**src/source/ooo_cfg.svh**
```systemverilog
`ifndef OOO_CFG_SVH
`define OOO_CFG_SVH

// Register counts
`define OOO_ARCH_REGS 32
`define OOO_PHYS_REGS 64

// Reorder buffer depth
`define OOO_ROB_DEPTH 16

// Field widths
`define OOO_DATA_W 32
`define OOO_IMM_W 16
`define OOO_ARCH_W 5
`define OOO_PHYS_W 6
`define OOO_ROB_W 4

`define OOO_MUL_LAT 3

`endif

```
**src/source/ooo_pkg.sv**
```systemverilog
`default_nettype none

`include "ooo_cfg.svh"

package ooo_pkg;

    typedef logic [`OOO_ARCH_W-1:0] arch_reg_t;
    typedef logic [`OOO_PHYS_W-1:0] phys_reg_t;
    typedef logic [`OOO_ROB_W-1:0]  rob_tag_t;
    typedef logic [`OOO_DATA_W-1:0] word_t;

    typedef enum logic [2:0] {
        OP_ADD = 3'd0,
        OP_SUB = 3'd1,
        OP_XOR = 3'd2,
        OP_LI  = 3'd3,
        OP_MUL = 3'd4
    } op_e;

    typedef struct packed {
        op_e                   op;
        arch_reg_t             rd;
        arch_reg_t             rs1;
        arch_reg_t             rs2;
        logic [`OOO_IMM_W-1:0] imm;
    } instr_t;

    typedef struct packed {
        arch_reg_t rd;
        word_t     data;
    } retire_t;

    // Old mapping is freed when the entry retires
    typedef struct packed {
        arch_reg_t rd;
        phys_reg_t new_phys;
        phys_reg_t old_phys;
    } rob_entry_t;

    typedef struct packed {
        op_e       op;
        phys_reg_t dst;
        rob_tag_t  tag;
        word_t     a;
        word_t     b;
        word_t     imm;
    } exec_req_t;

    typedef struct packed {
        logic      valid;
        phys_reg_t phys;
        rob_tag_t  tag;
        word_t     data;
    } wb_t;

endpackage

`default_nettype wire

```
**src/source/reorder_buffer.sv**
```systemverilog
`timescale 1ns/100ps
`default_nettype none

`include "ooo_cfg.svh"

module reorder_buffer (
    input  logic                clk,
    input  logic                rst,
    input  logic                push,
    input  ooo_pkg::rob_entry_t push_entry,
    output ooo_pkg::rob_tag_t   tail,
    output logic                full,
    input  ooo_pkg::wb_t        wb,
    input  logic                pop,
    output ooo_pkg::rob_entry_t head_entry,
    output logic                head_done
);

    localparam int CNT_W = $clog2(`OOO_ROB_DEPTH) + 1;

    ooo_pkg::rob_entry_t      entries [`OOO_ROB_DEPTH];
    logic [`OOO_ROB_DEPTH-1:0] done;
    ooo_pkg::rob_tag_t        head;
    logic [CNT_W-1:0]         count;

    assign full       = (count == CNT_W'(`OOO_ROB_DEPTH));
    assign head_entry = entries[head];
    assign head_done  = (count != '0) && done[head];

    always_ff @(posedge clk) begin
        if (push) begin
            entries[tail] <= push_entry;
        end
    end

    always_ff @(posedge clk or posedge rst) begin
        if (rst) begin
            done  <= '0;
            head  <= '0;
            tail  <= '0;
            count <= '0;
        end else begin
            // Completion from the single writeback port
            if (wb.valid) begin
                done[wb.tag] <= 1'b1;
            end
            if (push) begin
                done[tail] <= 1'b0;
                tail       <= tail + 1'b1;
            end
            if (pop) begin
                head <= head + 1'b1;
            end
            if (push && !pop) begin
                count <= count + 1'b1;
            end else if (pop && !push) begin
                count <= count - 1'b1;
            end
        end
    end

endmodule

`default_nettype wire

```
**config.mk**
```make
export PLATFORM = sky130hd
export DESIGN_NAME = reorder_buffer
export DESIGN_NICKNAME = d
export VERILOG_FILES = /design/src/source/ooo_pkg.sv /design/src/source/reorder_buffer.sv
export VERILOG_INCLUDE_DIRS = /design/src /design/src/source
export SDC_FILE = /design/constraint.sdc
export NUM_CORES = 1
export LEC_CHECK = 0
export BUFFER_PORTS_ARGS = -buffer_cell sky130_fd_sc_hd__buf_4
export CAP_MARGIN = 5
export CORE_MARGIN = 2
export CORE_UTILIZATION = 50
export DETAILED_ROUTE_END_ITERATION = 6
export GPL_TIMING_DRIVEN = 0
export PLACE_DENSITY = 0.78
export SLEW_MARGIN = 15
export SYNTH_ARGS = -nofsm -noshare
export SYNTH_HDL_FRONTEND = slang
export SYNTH_SLANG_ARGS = --single-unit
```
**constraint.sdc**
```tcl
create_clock -name clk -period 3.1 [get_ports clk]
set_input_delay 0.62 -clock clk [delete_from_list [all_inputs] [get_ports clk]]
set_output_delay 0.62 -clock clk [all_outputs]
set_load 0.01 [all_outputs]
```
==> results.txt, run 1 <==
The flow ran to the end, and the final reports show no timing, DRC or antenna violations. The worst setup path is captured at a primary output. At the end of the flow, the number of nets in the layout was 766.

The cell type contributing the most total cell area after synthesis is sky130_fd_sc_hd__edfxtp_1. Sequential elements use 73.8% of the synthesized area. The number of vias per cell after detailed routing was 5.97. In this design, the stage delay of the slowest critical-path cell is 580 ps.

Of the post-synthesis cell area, the dominant cell type holds 67.8%. The endpoint identified for the worst register-to-register timing path is entries[13][7]$_DFFE_PP_. Summed over all failing endpoints, the final setup total negative slack is 0 ps.

The buffering stage count on the worst path with inverters included is 4. The time the worst path needs with I/O delays and setup was 3030 ps; the overall die area was 25,400 sq um. The cell seen most often among critical-path stages is sky130_fd_sc_hd__buf_12. The number of antenna cells inserted is 0, and the layout overhead on the synthesized area is 16.9%. After floorplanning, the core was sized to cover 23,500 sq um. The gate family responsible for the most delay along the worst path is buffers and inverters. The clock buffer count from CTS is 30.

After filler insertion, the fill cell instance count of the layout stands at 1,664. At the later pin of the worst-skew pair, clock insertion delay measures 550 ps. TritonCTS built the clock tree. DRC marker count from the first detailed-route iteration: 564. The number of placement rows was 56; the highest fanout seen on the critical path was 10.

The number of global-route vias before repair is 6,412. Total I/O pin count: 87. The critical path goes through buf_6 > buf_12 > buf_12 > mux4_1 > a22oi_1 > nand2_1 > buf_4. Summed over all layers, the routed wires come to 26,400 um.

For this design the ratio of total power to cell area is 937 nW/um^2. The die is 159 um tall. The routed layout has 6,157 vias. For the placed wire-length estimate after detailed placement, the log shows 16,200 um.

The average wire per cell in the routed design is 25.6 um, and the global-route wire length before repair is 38,900 um. The total placed cells including tap cells was 974; the cell area after layout was 14,100 sq um. The post-synthesis instance area was 12,100 sq um; the required time of the worst setup path was 2480 ps. The clock transition at the registers of the reported paths is 60 ps. In this run the worst setup path begins at head[0]$_DFFE_PP0P_.

The count of buffers added on input and output ports is 48. The run gives 20.6% as the total track usage. Leading register cell type out of synthesis: sky130_fd_sc_hd__edfxtp_1. The critical path start-end classification is reg -> out. For the net count after synthesis, the log shows 668.

STA classifies the critical path startpoint as a flip-flop. After synthesis, the netlist uses 40 different library cells. The tools report the number of antenna violations at the first check in global routing as 0. The run gives 51.2% as the starting density of the core. A synthesized cell averages 20.3 sq um.

At the worst endpoint, the arrival time is 2410 ps. The number of hold violations in the final report came out at 0. Measured against its own limit, the worst slew margin works out to 48.4%. The cell area reported after detailed placement was 13,000 sq um; the number of nets with antenna violations after routing was 0. Type of the most critical hold path: in -> async.

Maximum clock skew at final layout: 6.45 ps. Slew at the pin closest to its max-slew limit: 773 ps. Of all flip-flops after synthesis, the portion carrying an async set or reset was 9.63%. The total area of sequential cells is 8890 sq um. Maximum level of the CTS H-tree: 1. The reg-to-reg critical path startpoint is tail[2]$_DFFE_PP0P_. For the total leakage power, the log shows 4.86 nW.

The number of clock sinks seen by CTS came out at 301. The clock root buffer was sky130_fd_sc_hd__clkbuf_16. The weighted congestion at the end of routability-driven global placement came out at 0.774.

The most frequent standard cell in the layout excluding fill and tap cells is sky130_fd_sc_hd__edfxtp_1. In this run, synthesis produced a sequential element count of 301. The timing-limited maximum frequency came out at 330 MHz. The share of final-layout standard cells stronger than drive strength 1 is 28.1%, and the count of final max-slew check failures is 0. The final cell count without fillers came out at 1,032. Leaving out fill and tap cells, the most frequent cells in the layout are sky130_fd_sc_hd__edfxtp_1, sky130_fd_sc_hd__buf_4, sky130_fd_sc_hd__mux4_2. The count of yosys warnings during synthesis is 0. After synthesis, the cell types taking the most area are sky130_fd_sc_hd__edfxtp_1, sky130_fd_sc_hd__mux4_2, sky130_fd_sc_hd__mux4_1. Peak supply drop: 0.000520 V. In this run the register-to-register setup slack is 890 ps. No sink is reached through more buffers than the 3 on the longest clock path. The largest net degree at the start of global routing is 30, and the synthesized instance count is 593.

The worst reg2reg path depth was 4; the number of detailed-routing iterations run before antenna repair was 7. The synthesized design contains 272 enable-type register cells. The count of max-cap constraint violations came out at 0. The share of the cycle needed by the critical path after routing works out to 97.7%. Setup violations remaining at the end of the flow were counted as 0. At the end of the flow the core is filled with cells to 59.8%. The tools report the DRC violation count after routing as 0. For this design, the slowest cell found on the critical path is sky130_fd_sc_hd__mux4_1.

The area of the multi-input gates came out at 2920 sq um. The die width works out to 159 um. Summed over all layers, the global routing overflow is 0.
metal layers:
layer | vias to the layer above | global-route usage, % | share of wire [%]
met5 | - | 0 | 0
li1 | 2631 | - | -
met3 | 48 | 3.00 | 6.7
met2 | 273 | 36.3 | 52
met4 | 0 | 5.08 | 2.4
met1 | 3205 | 27.3 | 39
flip-flops by register name, summed over array words and instances (netlist names):
register	flops
entries	272
head	4
tail	4
done	16
count	5
what timing repair did:
item	4_1_cts	5_1_grt
hold buffers	0	0
setup endpoints to repair	11	8
gates cloned	0	1
buffers inserted	0	3
gates resized for setup	5	5
hold endpoints to repair	0	0
how the worst max path moves through the flow:
stage                                    endpoint  cells after the start
final                               head_entry[8]                      7
after global routing                head_entry[8]                      7
after CTS                          head_entry[15]                      7
after detailed placement           head_entry[13]                      6
after global placement    entries[0][7]$_DFFE_PP_                      4
after floorplan           entries[3][0]$_DFFE_PP_                      3
power by group:
part | internal (mW) | switching, mW | total, mW
registers | 4.98 | 0.211 | 5.20
logic | 2.16 | 2.40 | 4.55
clock network | 1.97 | 1.47 | 3.44
cell families (layout without fill, tap and decap cells):
kind of cell / after synthesis / count (layout) / synth area share, %
muxes: 74 / 74 / 14.4
xor gates and xnor gates: 9 / 9 / 0.654
buffers and inverters: 41 / 161 / 2.98
AOI/OAI and AO/OA: 65 / 65 / 3.58
adders and majority gates: 11 / 11 / 1.20
DFF: 301 / 301 / 73.8
and+or+nand+nor: 92 / 92 / 3.41
area by class of cell:
class / instances / share of cell area (%)
plain buffers: 30 / 2.26
clock buffers: 34 / 5.59
clock inverters: 20 / 1.04
inverters: 11 / 0.293
multi-input cells: 251 / 20.7
flip-flops and latches: 301 / 63.1
well taps: 319 / 2.83
repair buffers: 66 / 4.14
cell usage after synthesis (2+ instances only):
master / count
sky130_fd_sc_hd__a22oi_1: 34
sky130_fd_sc_hd__xor2_1: 3
sky130_fd_sc_hd__inv_1: 11
sky130_fd_sc_hd__o211ai_1: 3
sky130_fd_sc_hd__nand4_1: 3
sky130_fd_sc_hd__or3_1: 3
sky130_fd_sc_hd__edfxtp_1: 272
sky130_fd_sc_hd__and2_1: 3
sky130_fd_sc_hd__ha_1: 10
sky130_fd_sc_hd__clkbuf_8: 5
sky130_fd_sc_hd__nand2_1: 31
sky130_fd_sc_hd__a31oi_1: 3
sky130_fd_sc_hd__o21ai_0: 5
sky130_fd_sc_hd__mux4_2: 39
sky130_fd_sc_hd__dfrtp_1: 29
sky130_fd_sc_hd__clkbuf_4: 2
sky130_fd_sc_hd__nand3_1: 2
sky130_fd_sc_hd__nor3_1: 4
sky130_fd_sc_hd__nand2b_1: 2
sky130_fd_sc_hd__clkbuf_1: 4
sky130_fd_sc_hd__buf_6: 5
sky130_fd_sc_hd__buf_2: 6
sky130_fd_sc_hd__a21oi_1: 16
sky130_fd_sc_hd__and3_1: 4
sky130_fd_sc_hd__nor2b_1: 7
sky130_fd_sc_hd__nor2_1: 32
sky130_fd_sc_hd__buf_12: 6
sky130_fd_sc_hd__xnor2_1: 6
sky130_fd_sc_hd__mux2i_1: 3
sky130_fd_sc_hd__mux4_1: 30
worst reg2reg max path: stages (launching register included):
cell	delay, ps
sky130_fd_sc_hd__dfrtp_1	350
sky130_fd_sc_hd__clkbuf_1	380
sky130_fd_sc_hd__nand2_1	320
sky130_fd_sc_hd__nor2_2	590
sky130_fd_sc_hd__buf_8	260
through the flow:
stage / worst slack [ps] / power, mW / hold WS (ps)
after floorplan: 405 / 8.03 / 454
after global placement: -1020 / 9.31 / 470
after detailed placement: 457 / 9.63 / 485
after CTS: 8.40 / 13.1 / 296
after global routing: -21.2 / 13.7 / 206
final: 70.6 / 13.2 / 158
Note: power is estimated with default switching activity, not from simulation.
==> run 2: changes to the inputs <==
--- a/config.mk
+++ b/config.mk
@@ -6,6 +6,7 @@
 export SDC_FILE = /design/constraint.sdc
 export NUM_CORES = 1
 export LEC_CHECK = 0
+export ABC_AREA = 1
 export BUFFER_PORTS_ARGS = -buffer_cell sky130_fd_sc_hd__buf_4
 export CAP_MARGIN = 5
 export CORE_MARGIN = 2
@@ -13,7 +14,8 @@
 export DETAILED_ROUTE_END_ITERATION = 6
 export GPL_TIMING_DRIVEN = 0
 export PLACE_DENSITY = 0.78
-export SLEW_MARGIN = 15
+export SKIP_CTS_REPAIR_TIMING = 1
+export SLEW_MARGIN = 10
 export SYNTH_ARGS = -nofsm -noshare
 export SYNTH_HDL_FRONTEND = slang
 export SYNTH_SLANG_ARGS = --single-unit
==> results.txt, run 2 <==
TritonCTS built the clock tree. For the number of nets in the layout, the log shows 1,166 (+52%). The tools report the required time of the worst setup path as 2480 ps (about the same). For the clock buffer count from CTS, the log shows 28 (-6.7%). The share of final-layout standard cells stronger than drive strength 1 was 15.7% (-12 points). The global-route congestion overflow total was 0 (unchanged). The logs give 50.9% (-0.30 points) for the starting density of the core and 32,900 um (+24%) for the final wirelength. The run finished with clean final reports. The DRC marker count from the first detailed-route iteration was 1,205 (+110%).

The number of enable-type register cells in the synthesized netlist is 272 (unchanged). The run gives 6 (-1) as the number of detailed-routing iterations run before antenna repair. The count of input and output buffers is 48 (unchanged). The tools report the clock root buffer as sky130_fd_sc_hd__clkbuf_16.

The share of the cycle needed by the critical path after routing works out to 99.1% (+1.4 points). Worst-case headroom to the max-slew limit: 28.1% (-20 points). Number of vias per cell after detailed routing: 6.00 (+0.63%). Traced cell by cell, the critical path runs through clkinv_1 > clkbuf_1 > o211ai_1 > nand3_1 > nand2_1 > buf_4. On the critical path the largest part of the delay comes from buffers and inverters. The mean post-synth cell area was 12.4 sq um (-39%).

Die width: 161 um (+1.3%). The register name with the most flops is entries. The area share of the leading cell type in the synthesized netlist was 66.0% (-1.8 points); the number of flip-flops under the largest register name was 272 (unchanged).

The logs give 0 (unchanged) for the setup-violating endpoint count in the final report and 8,235 (+28%) for the number of global-route vias before repair. The min-delay analysis places its worst path in the category in -> async. For the final cell count without fillers, the log shows 1,437 (+39%). The most frequent standard cell in the layout excluding fill and tap cells is sky130_fd_sc_hd__edfxtp_1.

By count the netlist is led by sky130_fd_sc_hd__edfxtp_1, sky130_fd_sc_hd__nor2_1, sky130_fd_sc_hd__o21ai_0. Synthesized instance count: 997 (+68%). The number of placement rows is 57 (+1.8%), and the number of clock sinks seen by CTS is 301 (unchanged). The core region area was 24,300 sq um (+3.3%). STA classifies the critical path endpoint as a primary output. The leading register cell type out of synthesis is sky130_fd_sc_hd__edfxtp_1.

The run gives 0 (unchanged) as the count of max-cap constraint violations. The total I/O pin count was 87 (unchanged). The largest net degree at the start of global routing is 30 (unchanged), and the average wire per cell in the routed design is 22.9 um (-11%).

The largest incremental delay on the critical path came out at 420 ps (-160 ps). The worst-case hold slack is 213 ps (+55.2 ps). The overall die area was 26,000 sq um (+2.6%). The post-synthesis sequential element count is 301 (unchanged). Buffering stage count on the worst path with inverters included: 3 (-1). The run gives 21,800 um (+35%) as the placed wire-length estimate after detailed placement. By instance count, the leading cell after synthesis is sky130_fd_sc_hd__edfxtp_1.

The critical path start-end classification is reg -> out. The number of antenna cells inserted is 0 (unchanged). The time the worst path needs with I/O delays and setup is 3070 ps (+44.2 ps). The die height is 161 um (+1.3%). The global-route wire length before repair was 48,600 um (+25%). The logs give 1,385 (+42%) for the total placed cells including tap cells and 8,627 (+40%) for the via total after detailed routing. For the count of final max-slew check failures, the log shows 0 (unchanged).

The total track usage came out at 25.1% (+4.5 points). The total negative slack was 0 ps (unchanged). The tools report the peak supply drop as 0.000530 V (+1.8%). The total leakage power was 5.19 nW (+6.7%); the post-synthesis cell type count was 27 (-33%). The maximum level of the CTS H-tree was 1 (unchanged).

The logs give 0.897 (+16%) for the weighted congestion at the end of routability-driven global placement and 0 (unchanged) for the count of yosys warnings during synthesis. Relative to the synthesized area, the layout overhead comes to 16.2%. The tools report the clock network latency to the later pin of the worst-skew pair as 540 ps (about the same).

The DRC violation count after routing came out at 0 (unchanged). The run gives 2450 ps (+40 ps) as the data arrival time of the worst path. The total power after layout is 14.2 mW (+7.6%). The clock transition at the registers of the reported paths came out at 70 ps (about the same). Yosys attributes the largest share of cell area to sky130_fd_sc_hd__edfxtp_1, sky130_fd_sc_hd__dfrtp_1, sky130_fd_sc_hd__o211ai_1. Setup repair after global routing could not meet its margin everywhere.

The run gives 13.2 ps (+6.79 ps) as the maximum clock skew at final layout. Timing-limited maximum frequency: 325 MHz (-1.4%). The number of nets with antenna violations after routing came out at 0 (unchanged).

The portion of the post-synthesis area used by sequential elements came out at 71.9% (-1.9 points). The cell type contributing the most total cell area after synthesis is sky130_fd_sc_hd__edfxtp_1. Share of synthesized registers carrying an async set or reset: 9.63% (unchanged). The tools report the startpoint kind of the worst setup timing path as a flip-flop.

The largest registers in the layout are entries: 272 flops, done: 16 flops, count: 5 flops. The logs give 12,400 sq um (+2.7%) for the post-synthesis instance area and 0 (unchanged) for the number of antenna violations at the first check in global routing. The highest fanout seen on the critical path is 10 (unchanged), and the slew at the pin closest to its max-slew limit is 1070 ps (+299 ps).

The logs give 1,072 (+60%) for the net count after synthesis and 0 (unchanged) for the number of hold violations in the final report. Number of buffers on the longest clock path: 3 (unchanged). Power density over the cells: 987 nW/um^2 (+5.4%).

The largest individual stage delay along the critical path comes from the cell sky130_fd_sc_hd__clkbuf_1. The top cell types in the final layout, fill and taps aside, are sky130_fd_sc_hd__edfxtp_1, sky130_fd_sc_hd__nor2_1, sky130_fd_sc_hd__o21ai_0.
==> run 2: cell count changes after synthesis, moves of 45 or more <==
cell,before,now
sky130_fd_sc_hd__nand2_1,31,76
sky130_fd_sc_hd__o211ai_1,3,85
sky130_fd_sc_hd__nand3_1,2,49
sky130_fd_sc_hd__inv_1,11,71
sky130_fd_sc_hd__nor2_1,32,156
sky130_fd_sc_hd__o21ai_0,5,92
==> run 2: report_power, final <==
part | leakage (nW) | internal, mW | switching (mW) | total, mW
clock network | 0.459 | 1.99 | 1.46 | 3.45
logic | 1.93 | 1.81 | 3.73 | 5.54
registers | 2.80 | 4.97 | 0.224 | 5.20
==> run 2: cell type report <==
type,count,area (sq um)
clock inverter,20,209
multi-input combinational,563,2920
timing repair buffer,64,601
sequential,301,8890
tap,324,405
inverter,75,284
clock buffer,32,716
fill,1772,9940
buffer,58,350
==> run 2: worst reg2reg max path, delay by kind of cell, from the launching register on <==
family                     cells  cell delay, ps
adders and majority gates      1             180
buffers and inverters          1             250
and+or+nand+nor                2             820
DFF                            1             460
==> run 2: path summary, 6_finish.rpt <==
path                                          start  slack [ps]  depth (start not counted)                  endpoint
worst max-delay path            head[2]$_DFFE_PP0P_          30                          6            head_entry[11]
min in group clk                                pop         340                          2       head[0]$_DFFE_PP0P_
worst min register to register    done[9]$_DFF_PP0_         500                          2         done[9]$_DFF_PP0_
worst max register to register  tail[0]$_DFFE_PP0P_        1090                          4  entries[15][1]$_DFFE_PP_
worst min-delay path                            rst         210                          2       tail[2]$_DFFE_PP0P_
max in group asynchronous                       rst        2390                          2       head[2]$_DFFE_PP0P_
==> run 2: routing by layer <==
metal | vias up | track usage, % | share of wire (%)
li1 | 3764 | - | -
met1 | 4165 | 32.7 | 36
met2 | 597 | 41.8 | 48
met3 | 101 | 4.98 | 12
met4 | 0 | 10.0 | 4.3
met5 | - | 0 | 0
==> run 2: kinds of logic (layout without fill, tap and decap cells) <==
logic type,Yosys count,after routing,synth area share [%]
simple gates,288,288,9.33
buf+inv,133,249,4.92
fa+ha+maj,11,11,1.17
flops,301,301,71.9
compound gates,255,255,12.1
xor+xnor,9,9,0.637
==> run 2: metrics by stage <==
step / util [%] / cell area (sq um) / setup WS (ps)
after detailed placement: 55.2 / 13400 / 565
final: 59.1 / 14400 / 26.4
after floorplan: - / 12400 / 891
after CTS: 59.0 / 14300 / -4.51
after global routing: 59.1 / 14400 / -47.9
after global placement: 54.0 / 13100 / -53.4
==> run 3: changes to the inputs <==
--- a/config.mk
+++ b/config.mk
@@ -13,7 +13,7 @@
 export CORE_UTILIZATION = 50
 export DETAILED_ROUTE_END_ITERATION = 6
 export GPL_TIMING_DRIVEN = 0
-export PLACE_DENSITY = 0.78
+export PLACE_DENSITY_LB_ADDON = 0.2
 export SKIP_CTS_REPAIR_TIMING = 1
 export SLEW_MARGIN = 10
 export SYNTH_ARGS = -nofsm -noshare
==> results.txt, run 3 (synthesis results as in run 2) <==
The flow ran to the end, and the final reports show no timing, DRC or antenna violations. The share of the cycle needed by the critical path after routing was 98.8% (-0.38 points). The run gives 9.87 ps (-3.37 ps) as the maximum clock skew at final layout.

Clock transition at the registers of the reported paths: 60 ps (about the same). The logs give 1,166 (unchanged) for the number of nets in the layout and 0 (unchanged) for the global-route congestion overflow total. The number of detailed-routing iterations run before antenna repair was 5 (-1); the peak supply drop was 0.000449 V (-15%). The count of max-cap constraint violations was 0 (unchanged). The largest net degree at the start of global routing came out at 30 (unchanged).

The number of clock sinks seen by CTS was 301 (unchanged). The highest fanout seen on the critical path works out to 10 (unchanged). The library cell used most frequently in the layout, excluding fill and tap cells, is sky130_fd_sc_hd__edfxtp_1. The worst setup path is of the reg -> out kind.

Number of placement rows: 57 (unchanged). The slew at the pin closest to its max-slew limit works out to 826 ps (-246 ps). The DRC marker count from the first detailed-route iteration was 1,169 (-3.0%); the total leakage power was 5.21 nW (+0.29%). The number of antenna violations at the first check in global routing is 0 (unchanged), and the number of global-route vias before repair is 7,989 (-3.0%).

The time the worst path needs with I/O delays and setup is 3060 ps (-11.8 ps). The via total after detailed routing is 8,348 (-3.2%), and the number of hold violations in the final report is 0 (unchanged). The maximum level of the CTS H-tree was 1 (unchanged). The logs give 24,300 sq um (unchanged) for the core region area and 0 (unchanged) for the number of nets with antenna violations after routing. The share of final-layout standard cells stronger than drive strength 1 is 16.0% (+0.24 points). The weighted congestion at the end of routability-driven global placement came out at 0.836 (-6.8%). Die height: 161 um (unchanged). The area growth from synthesis to layout is 16.4%.

TritonCTS built the clock tree. The top cell types in the final layout, fill and taps aside, are sky130_fd_sc_hd__edfxtp_1, sky130_fd_sc_hd__nor2_1, sky130_fd_sc_hd__o21ai_0. The largest incremental delay on the critical path works out to 510 ps (+90 ps). The timing-limited maximum frequency was 327 MHz (+0.38%). The number of vias per cell after detailed routing was 5.80 (-3.4%). The count of input and output buffers works out to 48 (unchanged).

The clock buffer count from CTS was 31 (+11%); the overall die area was 26,000 sq um (unchanged). The tools report the count of final max-slew check failures as 0 (unchanged). The run gives 87 (unchanged) as the total I/O pin count. The critical path goes through buf_2 > inv_2 > clkbuf_1 > nand3_1 > nand2_1 > buf_4. The run gives 33,700 um (+2.7%) as the final wirelength. The logs give 550 ps (about the same) for the clock network latency to the later pin of the worst-skew pair and 22,300 um (+2.2%) for the placed wire-length estimate after detailed placement. The number of flip-flops under the largest register name works out to 272 (unchanged). The buffering stage count on the worst path with inverters included works out to 4 (+1).

Startpoint kind of the worst setup timing path: a flip-flop. The data arrival time of the worst path is 2440 ps (about the same). Critical path's slowest cell: sky130_fd_sc_hd__clkbuf_1.

The logs give 522 ps (-42.7 ps) for the worst setup timing slack at the placement stage and 0 (unchanged) for the number of antenna cells inserted. Setup repair after global routing could not meet its margin everywhere. The gate family responsible for the most delay along the worst path is buffers and inverters. In the final layout, the registers with the most flip-flops are entries: 272 flops, done: 16 flops, count: 5 flops. The tightest min-delay check is of the in -> async type. The DRC violation count after routing is 0 (unchanged). Required time of the worst setup path: 2480 ps (about the same).

The worst setup path is captured at a primary output. Die width: 161 um (unchanged). The power density over the cells is 987 nW/um^2 (about the same), and the total track usage is 26.1% (+1.0 points). The core occupancy in the finished layout came out at 59.3% (+0.14 points). The tools report the flop-to-flop setup slack as 990 ps (-100 ps).

The run gives 3 (unchanged) as the number of buffers on the longest clock path. Register name with the most flops: entries. The clock root buffer was sky130_fd_sc_hd__clkbuf_16.

The setup slack of the critical path after layout was 38.2 ps (+11.8 ps); the average wire per cell in the routed design was 23.5 um (+2.5%). The worst-case headroom to the max-slew limit was 44.9% (+17 points); the starting density of the core was 50.9% (unchanged). The global-route wire length before repair was 49,600 um (+2.1%); the setup-violating endpoint count in the final report was 0 (unchanged).
==> run 3: area by class of cell <==
| class | count | area [sq um] |
|---|---|---|
| Inverter | 75 | 288 |
| Multi-Input combinational cell | 563 | 2940 |
| Buffer | 58 | 354 |
| Fill cell | 1916 | 9910 |
| Clock buffer | 37 | 798 |
| Clock inverter | 20 | 143 |
| Sequential cell | 301 | 8890 |
| Timing Repair Buffer | 61 | 586 |
| Tap cell | 324 | 405 |
==> run 3: stage by stage <==
step	cells	instance area [sq um]	hold slack [ps]	setup TNS [ps]	power (mW)
6_report	1439	14400	150	0	14.2
4_1_cts	1439	14400	313	-271	14.1
3_3_place_gp	1369	13100	478	-18140	10.5
2_1_floorplan	997	12400	463	0	8.35
3_5_place_dp	1382	13400	482	0	10.7
5_1_grt	1439	14400	220	-58.3	14.9
==> run 3: final timing paths <==
check	to	cells past startpoint	start
max	head_entry[1]	6	head[3]$_DFFE_PP0P_
min	count[1]$_DFFE_PP0P_	2	rst
max reg2reg	entries[4][11]$_DFFE_PP_	5	tail[0]$_DFFE_PP0P_
min reg2reg	done[4]$_DFF_PP0_	2	done[4]$_DFF_PP0_
max in group asynchronous	done[11]$_DFF_PP0_	2	rst
min in group clk	head[0]$_DFFE_PP0P_	2	pop
==> run 3: where the power goes <==
part	switching [mW]	internal (mW)	total [mW]
registers	0.212	4.98	5.19
logic	3.74	1.81	5.55
clock network	1.49	1.99	3.48
total	5.44	8.78	14.2
==> run 3: per-layer routing <==
layer	up-vias	routed length, um	global-route usage [%]	share of wire (%)
li1	3776	-	-	-
met1	4062	13300	36.3	40
met3	81	3240	4.01	9.6
met5	-	0	0	0
met4	0	986	9.13	2.9
met2	429	16200	42.6	48
==> run 3: worst register-to-register path: stages (launching register included) <==
cell and delay (ps):
sky130_fd_sc_hd__dfrtp_1 450, sky130_fd_sc_hd__inv_1 110, sky130_fd_sc_hd__ha_1 140, sky130_fd_sc_hd__nand2_1 160
sky130_fd_sc_hd__nor2_2 700, sky130_fd_sc_hd__buf_6 250
